## src/logic/arb_pkg.sv

```systemverilog
// Arbiter shared types and widths

package arb_pkg;

  localparam int num_req    = 4;
  localparam int id_w       = $clog2(num_req);
  localparam int rand_sel_w = 2;
  localparam int mode_w     = 3;

  // Arbitration schemes
  typedef enum logic [mode_w-1:0] {
    mode_prio0       = 3'd0,
    mode_prio1       = 3'd1,
    mode_prio2       = 3'd2,
    mode_prio3       = 3'd3,
    mode_round_robin = 3'd4,
    mode_random      = 3'd5,
    mode_off         = 3'd6  // Grants nothing
  } arb_mode_e;

  // Configuration write from software
  typedef struct packed {
    logic              valid;  // One-cycle strobe
    logic [mode_w-1:0] mode;   // Raw code, 7 is illegal
  } cfg_wr_t;

  // Registered grant
  typedef struct packed {
    logic               valid;
    logic [id_w-1:0]    id;
    logic [num_req-1:0] onehot;
  } grant_t;

endpackage

```

## src/logic/pn_seq_gen.sv

```systemverilog
// Random priority LFSR

`timescale 1ns/1ps

module pn_seq_gen (
  input  logic                           clk,
  input  logic                           rst_n,
  output logic [arb_pkg::rand_sel_w-1:0] rand_sel
);

  logic s1;
  logic s2;
  logic s3;
  logic fb;

  assign fb = s1 ^ s3;  // Period 7 feedback

  always_ff @(posedge clk or negedge rst_n) begin
    if (!rst_n) begin
      s1 <= 1'b1;  // Nonzero seed
      s2 <= 1'b0;
      s3 <= 1'b0;
    end else begin
      s1 <= fb;
      s2 <= s1;
      s3 <= s2;
    end
  end

  // Two oldest stages pick the favoured requester
  assign rand_sel = {s3, s2};

endmodule

```

## src/logic/arb_cfg_regs.sv

```systemverilog
// Arbitration scheme register

`timescale 1ns/1ps

module arb_cfg_regs (
  input  logic               clk,
  input  logic               rst_n,
  input  arb_pkg::cfg_wr_t   cfg,
  output arb_pkg::arb_mode_e mode
);

  import arb_pkg::*;

  arb_mode_e wr_mode;
  arb_mode_e mode_next;

  // Map raw codes onto legal schemes
  function automatic arb_mode_e filter_mode(input logic [mode_w-1:0] raw);
    arb_mode_e m;
    case (raw)
      mode_prio0,
      mode_prio1,
      mode_prio2,
      mode_prio3,
      mode_round_robin,
      mode_random: m = arb_mode_e'(raw);
      default:     m = mode_off;  // Code 6 and the illegal 7
    endcase
    return m;
  endfunction

  assign wr_mode = filter_mode(cfg.mode);

  always_comb begin
    mode_next = mode;  // Hold between writes
    if (cfg.valid) begin
      mode_next = wr_mode;
    end
  end

  always_ff @(posedge clk or negedge rst_n) begin
    if (!rst_n) begin
      mode <= mode_prio0;
    end else begin
      mode <= mode_next;
    end
  end

endmodule

```

## src/logic/multi_arbiter.sv

```systemverilog
// Four-way arbiter with switchable schemes
// Fixed priority, round robin and LFSR-driven random

`timescale 1ns/1ps

module multi_arbiter (
  input  logic                           clk,
  input  logic                           rst_n,
  input  logic [arb_pkg::num_req-1:0]    req,
  input  arb_pkg::arb_mode_e             mode,
  input  logic [arb_pkg::rand_sel_w-1:0] rand_sel,
  output arb_pkg::grant_t                grant
);

  import arb_pkg::*;

  // Candidate grants, one per scheme
  logic [num_req-1:0] gnt_prio [num_req];
  logic [num_req-1:0] gnt_rr;
  logic [num_req-1:0] gnt_rand;

  // Round robin search state
  logic [id_w-1:0]    rr_start;
  logic [id_w-1:0]    rr_idx;

  // Selected candidate before the register
  logic [num_req-1:0] gnt_next;
  logic [id_w-1:0]    id_next;
  grant_t             grant_next;

  // Favoured requester first, then the rest in ascending order
  function automatic logic [num_req-1:0] fixed_prio(
    input logic [num_req-1:0] r,
    input logic [id_w-1:0]    fav
  );
    logic [num_req-1:0] g;
    g = '0;
    if (r[fav]) begin
      g[fav] = 1'b1;
    end else begin
      for (int i = 0; i < num_req; i++) begin
        if (r[i] && (g == '0)) begin
          g[i] = 1'b1;
        end
      end
    end
    return g;
  endfunction

  // Fixed priority, one candidate per favoured index
  for (genvar k = 0; k < num_req; k++) begin : g_prio
    assign gnt_prio[k] = fixed_prio(req, id_w'(k));
  end

  // Random scheme reuses the fixed-priority rule
  assign gnt_rand = fixed_prio(req, rand_sel);

  // Idle grant behaves like holder 0
  always_comb begin
    if (grant.valid) begin
      rr_start = grant.id + 1'b1;  // Wraps past 3
    end else begin
      rr_start = id_w'(1);
    end
  end

  // Round robin, first requester at or after rr_start
  always_comb begin
    gnt_rr = '0;
    rr_idx = rr_start;
    for (int i = 0; i < num_req; i++) begin
      rr_idx = rr_start + id_w'(i);
      if (req[rr_idx] && (gnt_rr == '0)) begin
        gnt_rr[rr_idx] = 1'b1;
      end
    end
  end

  // Scheme select
  always_comb begin
    case (mode)
      mode_prio0:       gnt_next = gnt_prio[0];
      mode_prio1:       gnt_next = gnt_prio[1];
      mode_prio2:       gnt_next = gnt_prio[2];
      mode_prio3:       gnt_next = gnt_prio[3];
      mode_round_robin: gnt_next = gnt_rr;
      mode_random:      gnt_next = gnt_rand;
      mode_off:         gnt_next = '0;
      default:          gnt_next = '0;
    endcase
  end

  // One-hot to index
  always_comb begin
    id_next = '0;
    for (int i = 0; i < num_req; i++) begin
      if (gnt_next[i]) begin
        id_next = id_w'(i);
      end
    end
  end

  assign grant_next.valid  = |gnt_next;
  assign grant_next.id     = id_next;
  assign grant_next.onehot = gnt_next;

  // Grant lands one cycle after the request
  always_ff @(posedge clk or negedge rst_n) begin
    if (!rst_n) begin
      grant <= '0;
    end else begin
      grant <= grant_next;
    end
  end

endmodule

```

## src/logic/arb_top.sv

```systemverilog
// Multi-scheme arbiter top level

`timescale 1ns/1ps

module arb_top (
  input  logic                        clk,
  input  logic                        rst_n,
  input  arb_pkg::cfg_wr_t            cfg,
  input  logic [arb_pkg::num_req-1:0] req,
  output arb_pkg::grant_t             grant,
  output arb_pkg::arb_mode_e          mode
);

  import arb_pkg::*;

  logic [rand_sel_w-1:0] rand_sel;  // Favoured index for random scheme

  // Active scheme, written by software
  arb_cfg_regs u_cfg_regs (
    .clk   (clk),
    .rst_n (rst_n),
    .cfg   (cfg),
    .mode  (mode)
  );

  pn_seq_gen u_pn_seq_gen (
    .clk      (clk),
    .rst_n    (rst_n),
    .rand_sel (rand_sel)
  );

  multi_arbiter u_multi_arbiter (
    .clk      (clk),
    .rst_n    (rst_n),
    .req      (req),
    .mode     (mode),
    .rand_sel (rand_sel),
    .grant    (grant)
  );

endmodule

```

## config.mk

```make
export PLATFORM = sky130hd
export DESIGN_NAME = arb_top
export DESIGN_NICKNAME = d
export VERILOG_FILES = /design/src/logic/arb_pkg.sv /design/src/logic/pn_seq_gen.sv /design/src/logic/arb_cfg_regs.sv /design/src/logic/multi_arbiter.sv /design/src/logic/arb_top.sv
export SDC_FILE = /design/constraint.sdc
export NUM_CORES = 1
export LEC_CHECK = 0
export ABC_CLOCK_PERIOD_IN_PS = 3020
export BUFFER_PORTS_ARGS = -buffer_cell sky130_fd_sc_hd__buf_2
export CAP_MARGIN = 20
export CORE_ASPECT_RATIO = 1.1
export CORE_UTILIZATION = 30
export DETAILED_ROUTE_END_ITERATION = 10
export GPL_ROUTABILITY_DRIVEN = 0
export PLACE_DENSITY = 0.46
export SLEW_MARGIN = 20
export SYNTH_ARGS = -nofsm -noshare
export SYNTH_HDL_FRONTEND = slang
export SYNTH_SLANG_ARGS = --single-unit
```

## constraint.sdc

```tcl
create_clock -name clk -period 3.02 [get_ports clk]
set_clock_uncertainty 0.05 [all_clocks]
set_input_delay 0.151 -clock clk [delete_from_list [all_inputs] [get_ports clk]]
set_output_delay 0.151 -clock clk [all_outputs]
set_load 0.05 [all_outputs]
```

==> flow_summary.ini, run 1 <==
[run_status]
status = finished clean

[place]
post-place-ws_ns = 0.603
io_buffers = 19
hpwlAfterDp_um = 2150

[min_path]
hold_depth = 3
hold_start = cfg[1]
hp-class = input pin to flop
whs_endpoint = u_cfg_regs.mode[1]$_DFFE_PN0P_

[final_layout]
fin_nets = 164
diodes = 0
area_growth_pct = 10.9
layout-drive-gt1-share = 0.216
final_common_cell = buf_2
post-route-util = 0.348
mostFrequentLayoutCells = buf_2 (19), nand2_1 (16), dfrtp_1 (12), o21ai_0 (11), nor2_1 (11)

[sta]
tightestPinTransition_ns = 0.605
max_slew_margin = 0.597
tns_ns = 0
rsz0062_at_grt = false
fin_crit_ns = 2.44
hold_violations = 0
period_share = 0.807
setup_slack_ns = 0.582
setup_viol = 0
clock.fmax_ghz = 0.410
slew_violations = 0

[worst_setup_path]
critPathArrivalTime_ns = 2.55
worstReg2RegEnd = u_multi_arbiter.grant[6]$_DFF_PN0_
path_max_fanout = 18
slowest_stage = dfrtp_1
regToRegStartpoint = u_multi_arbiter.grant[4]$_DFF_PN0_
rrSetupSlack_ns = 0.58
crit_path_end_kind = flop
crit_path_cell_trace = mux2i_1 -> a21oi_4 -> and3_1 -> a21oi_1 -> nand2_1 -> o41a_1 -> nand4b_1
rr_worst_depth = 7
worst-setup-path-type = flop to flop
crit_path_start_kind = flop
crit_required_ns = 3.13
slowest_delay_ns = 0.72

[clocking]
ctsLongestPathBuffers = 2
cts_made_buffers = 3
post_cts_resized = 0
clkTransAtPathRegs_ns = 0.05
clock_latency_ns = 0.24
post-cts-setup-buffers = 0
holdBufCountCts = 1
clockRootBuffer = clkbuf_8
tritoncts = built
cts_num_sinks = 13
htree_levels = 1

[synthesis]
synth_top_area_cell = dfrtp_1
ys_warn_count = 0
synth.distinct_cells = 46
yosys.area.top_type_share = 0.264
synth_fp_nets = 152
syn-cell-area_sq_mm = 0.00114
synth_seq_cells = 13
syn_avg_cell_area_sq_um = 8.01
synth.area.top_cells = dfrtp_1 (26%), nand2_1 (5.3%), o21ai_0 (4.8%), a21oi_1 (4.4%), buf_6 (4.0%)
seq_area_frac_synth = 0.287
syn_inst = 142

[pwr]
power_density_mw_per_mm2 = 690
swShare = 0.488
leakagePower_nw = 0.560
p_sw_uw = 425
seq_power_share = 0.323
ir_worst_vdd_mv = 0.214
cellInternalPower_uw = 445
combPwrFrac = 0.507
clkPwrFrac = 0.170
p_total_uw = 871

[floorplan]
rows = 23
fp.dieW_um = 60.7
coreArea_sq_mm = 0.00363
ioPinCount = 20
die_y_um = 66.6
dieArea_sq_mm = 0.00404
start_util = 0.314

[route]
totalWireLength_um = 2950
drt-pass1-iter-count = 4
wl_per_cell_um = 14.5
ant_nets = 0
route.detailed.drc = 0
vias = 1114
avgViaCountPerCell = 5.49
drtIter0Drc = 115

[job]
cap_viol_max_count = 0

[grt]
grt_pass1_wl_um = 5030
antenna_found_initial = 0
grt-ovfl-total = 0
grt_max_degree = 20
grtUsageTotal = 0.162
first_global_vias = 1061
-- worst max path at each step --
stage | startpoint | endpoint
floorplan | u_multi_arbiter.grant[6]$_DFF_PN0_ | u_multi_arbiter.grant[6]$_DFF_PN0_
detailed placement | u_multi_arbiter.grant[4]$_DFF_PN0_ | u_multi_arbiter.grant[6]$_DFF_PN0_
global placement | u_multi_arbiter.grant[4]$_DFF_PN0_ | u_multi_arbiter.grant[6]$_DFF_PN0_
global route | u_multi_arbiter.grant[4]$_DFF_PN0_ | u_multi_arbiter.grant[6]$_DFF_PN0_
finish | u_multi_arbiter.grant[4]$_DFF_PN0_ | u_multi_arbiter.grant[6]$_DFF_PN0_
CTS | u_multi_arbiter.grant[4]$_DFF_PN0_ | u_multi_arbiter.grant[6]$_DFF_PN0_
-- cells in the mapped netlist, drive strengths merged --
| cell type | instances |
|---|---|
| a211oi | 2 |
| a21bo | 1 |
| a21o | 2 |
| a21oi | 12 |
| a221o | 1 |
| a22oi | 2 |
| a2bb2oi | 1 |
| a311o | 1 |
| a31oi | 4 |
| a32o | 1 |
| a41oi | 1 |
| and2 | 2 |
| and3 | 3 |
| and3b | 2 |
| buf | 10 |
| clkbuf | 3 |
| dfrtp | 12 |
| dfstp | 1 |
| inv | 8 |
| mux2 | 2 |
| mux2i | 3 |
| mux4 | 1 |
| nand2 | 16 |
| nand2b | 1 |
| nand3 | 7 |
| nand4 | 4 |
| nand4b | 2 |
| nor2 | 11 |
| nor3 | 3 |
| nor3b | 1 |
| o211ai | 2 |
| o21ai | 11 |
| o21bai | 1 |
| o221ai | 1 |
| o31ai | 1 |
| o32ai | 1 |
| o41a | 1 |
| or3 | 1 |
| or3b | 1 |
| or4b | 1 |
| xor2 | 1 |
-- worst max-delay path, delay by kind of cell (launching register included) --
family	cells	cell delay, ns
muxes	1	0.38
and+or+nand+nor	3	0.45
DFF	1	0.72
AOI/OAI and AO/OA	3	0.76
-- kinds of logic after synthesis --
| logic type | share of synthesized area |
|---|---|
| compound gates | 0.283 |
| flops | 0.287 |
| simple gates | 0.252 |
| buf+inv | 0.105 |
| mux | 0.0660 |
| xor+xnor | 0.00770 |
-- area by class of cell --
class / count / area [sq um]
tap: 50 / 62.6
timing repair buffer: 20 / 105
inverter: 8 / 30.0
clock buffer: 4 / 45.0
fill: 417 / 2360
sequential: 13 / 327
multi-input combinational: 108 / 692
-- power groups by stage --
stage | registers, mW | clock network, mW | logic, mW
3_3_place_gp | 0.282 | 0 | 0.439
3_5_place_dp | 0.285 | 0 | 0.439
2_1_floorplan | 0.328 | 0 | 0.335
6_report | 0.282 | 0.148 | 0.441
5_1_grt | 0.292 | 0.163 | 0.480
4_1_cts | 0.282 | 0.153 | 0.441
-- registers in the layout, summed over array words and instances (netlist names) --
signal                 flops
u_pn_seq_gen.s3            1
u_cfg_regs.mode            3
u_multi_arbiter.grant      7
u_pn_seq_gen.s1            1
u_pn_seq_gen.s2            1
-- layer usage --
layer | track usage | vias to the layer above | part of all wire
met5 | 0 | - | 0
met4 | 0.00568 | 0 | 0
met3 | 0.0291 | 0 | 0.049
met2 | 0.284 | 35 | 0.52
met1 | 0.214 | 536 | 0.43
li1 | - | 543 | -
-- metrics by stage --
stage / hold WS, ns / instances / instance area [sq um]
3_5_place_dp: -0.00438 / 198 / 1210
2_1_floorplan: -0.195 / 142 / 1140
6_report: 0.0902 / 203 / 1260
3_3_place_gp: -0.0102 / 198 / 1210
5_1_grt: 0.100 / 203 / 1260
4_1_cts: 0.0920 / 203 / 1260
Note: power is estimated with default switching activity, not from simulation.
==> run 2, diff against run 1 <==
--- a/config.mk
+++ b/config.mk
@@ -5,7 +5,8 @@
 export SDC_FILE = /design/constraint.sdc
 export NUM_CORES = 1
 export LEC_CHECK = 0
-export ABC_CLOCK_PERIOD_IN_PS = 3020
+export ABC_AREA = 1
+export ABC_CLOCK_PERIOD_IN_PS = 2500
 export BUFFER_PORTS_ARGS = -buffer_cell sky130_fd_sc_hd__buf_2
 export CAP_MARGIN = 20
 export CORE_ASPECT_RATIO = 1.1
==> constraint.sdc (replaced) <==
create_clock -name clk -period 2.5 [get_ports clk]
set_clock_uncertainty 0.05 [all_clocks]
set_input_delay 0.125 -clock clk [delete_from_list [all_inputs] [get_ports clk]]
set_output_delay 0.125 -clock clk [all_outputs]
set_load 0.05 [all_outputs]
==> flow_summary.ini, run 2 <==
[worst_setup_path]
critPathArrivalTime_ns = 2.27
crit_path_start_kind = flop
path_max_fanout = 8
slowest_delay_ns = 0.50
slowest_stage = dfrtp_1
rrSetupSlack_ns = 0.35
cp_common_cell = nand2_1
crit_path_cell_trace = nand2_4 -> nand2_1 -> nand3_1 -> nand2_2 -> inv_2 -> nor2_4 -> nand2_1 -> nand2_1 -> inv_2 -> nand2_1 -> nor2_1 -> nand3_1 -> nand3_1 -> nand2_2 -> nor2_2 -> nand2_1
worst-setup-path-type = flop to flop
crit_path_end_kind = flop
crit_required_ns = 2.63

[route]
route.detailed.drc = 0
drtIter0Drc = 64
drt-pass1-iter-count = 4
vias = 1133
wl_per_cell_um = 11.2
avgViaCountPerCell = 4.74
totalWireLength_um = 2670
ant_nets = 0

[sta]
tightestPinTransition_ns = 0.575
clock.fmax_ghz = 0.466
slew_violations = 0
max_slew_margin = 0.613
setup_viol = 0
tns_ns = 0
rsz0062_at_grt = false
period_share = 0.859
fin_crit_ns = 2.15
hold_violations = 0

[synthesis]
seq_area_frac_synth = 0.294
yosys.area.top_type_share = 0.270
syn_avg_cell_area_sq_um = 6.65
synth_top_flop_cell = dfrtp_1
synth.distinct_cells = 28
syn-cell-area_sq_mm = 0.00111
synth.area.top_cells = dfrtp_1 (27%), nand2_1 (16%), nand3_1 (9.5%), inv_1 (6.8%), o21ai_0 (4.5%)
synth_most_common_cell = nand2_1
ys_warn_count = 0
syn_inst = 167
synth_fp_nets = 177
synth_edf_count = 0
synthTopCellsByCount = nand2_1 (48), nand3_1 (21), inv_1 (20)
synth_seq_cells = 13
synth_top_area_cell = dfrtp_1
async_flop_share = 1.00

[min_path]
hp-class = input pin to flop

[clocking]
post_cts_resized = 0
cts_num_sinks = 13
clkTransAtPathRegs_ns = 0.08
clock_latency_ns = 0.28
htree_levels = 1
cts_made_buffers = 3
post-cts-setup-buffers = 0
ctsLongestPathBuffers = 2
clockRootBuffer = clkbuf_4
holdBufCountCts = 1
tritoncts = built

[final_layout]
top_register = u_multi_arbiter.grant
area_growth_pct = 17.2
largestRegisters = u_multi_arbiter.grant (7), u_cfg_regs.mode (3)
final_common_cell = nand2_1
design_area_sq_mm = 0.00130
fin_nets = 202
fillerInstances = 379
mostFrequentLayoutCells = nand2_1 (48), nand3_1 (21), inv_1 (20), buf_2 (19), dfrtp_1 (12)
largest_reg_flops = 7
finalNonFillerCells = 239
layout-drive-gt1-share = 0.246
post-route-util = 0.379
diodes = 0
multi_input_area_sq_um = 687
seqCellArea_sq_um = 327

[grt]
antenna_found_initial = 0
grt_pass1_wl_um = 4860
grtUsageTotal = 0.158
grt_max_degree = 14
grt-ovfl-total = 0
first_global_vias = 1097

[pwr]
combPwrFrac = 0.695
p_total_mw = 1.49
leakagePower_nw = 0.699
p_sw_uw = 865
ir_worst_vdd_mv = 0.536
clkPwrFrac = 0.087
power_density_mw_per_mm2 = 1150
seq_power_share = 0.218
swShare = 0.580
cellInternalPower_uw = 627

[run_status]
status = finished clean

[place]
place_area_sq_mm = 0.00127
placedCellCount = 234
hpwlAfterDp_um = 2160
io_buffers = 19

[floorplan]
start_util = 0.323
fp.dieW_um = 60.0
coreArea_sq_mm = 0.00344
dieArea_sq_mm = 0.00395
die_y_um = 65.8
rows = 22
ioPinCount = 20

[job]
cap_viol_max_count = 0
[run 2: layout make-up]
type | instances | share of cell area
Timing Repair Buffer | 20 | 0.0807
Multi-Input combinational cell | 128 | 0.527
Inverter | 26 | 0.0749
Sequential cell | 13 | 0.251
Clock buffer | 4 | 0.0202
Tap cell | 48 | 0.0461
[run 2: power by group through the flow]
stage / sequential, mW / combinational (mW) / clock, mW
finish: 0.326 / 1.04 / 0.130
global route: 0.334 / 1.17 / 0.145
CTS: 0.326 / 1.04 / 0.136
detailed placement: 0.328 / 1.04 / 0
global placement: 0.327 / 1.05 / 0
floorplan: 0.484 / 0.686 / 0
[run 2: kinds of logic (layout without fill, tap and decap cells)]
kind of cell	count (synthesis)	after routing	share of synthesized area
DFF	13	13	0.294
buffers and inverters	26	50	0.0878
xor gates and xnor gates	1	1	0.00788
and+or+nand+nor	100	100	0.441
AOI/OAI and AO/OA	27	27	0.169
[run 2: path summary, 6_finish.rpt]
path | endpoint | depth (start not counted) | start
setup / recovery | u_multi_arbiter.grant[6]$_DFF_PN0_ | 16 | u_multi_arbiter.grant[6]$_DFF_PN0_
hold / removal | u_cfg_regs.mode[2]$_DFFE_PN0P_ | 3 | cfg[2]
setup reg to reg | u_multi_arbiter.grant[6]$_DFF_PN0_ | 16 | u_multi_arbiter.grant[6]$_DFF_PN0_
hold reg to reg | u_pn_seq_gen.s2$_DFF_PN0_ | 0 | u_pn_seq_gen.s1$_DFF_PN1_
max in group asynchronous | u_pn_seq_gen.s1$_DFF_PN1_ | 2 | rst_n
min in group asynchronous | u_multi_arbiter.grant[1]$_DFF_PN0_ | 2 | rst_n
[run 2: per-stage QoR]
step / worst slack [ns] / hold WS, ns
2_1_floorplan: 0.264 / -0.221
3_3_place_gp: 0.357 / -0.0291
4_1_cts: 0.337 / 0.00476
6_report: 0.353 / 0.0167
3_5_place_dp: 0.355 / -0.0263
5_1_grt: 0.122 / 0.0114
[run 2: worst max-delay path, delay by kind of cell (launching register included)]
family	cells	cell delay, ns
flops	1	0.50
simple gates	14	1.33
buf+inv	2	0.14
[run 2: layer usage]
layer / routed length, um / global-route usage / vias to the layer above
met2: 1200 / 0.243 / 22
met4: 27 / 0.0523 / 0
li1: - / - / 596
met5: 0 / 0 / -
met3: 80 / 0.0137 / 3
met1: 1370 / 0.230 / 512
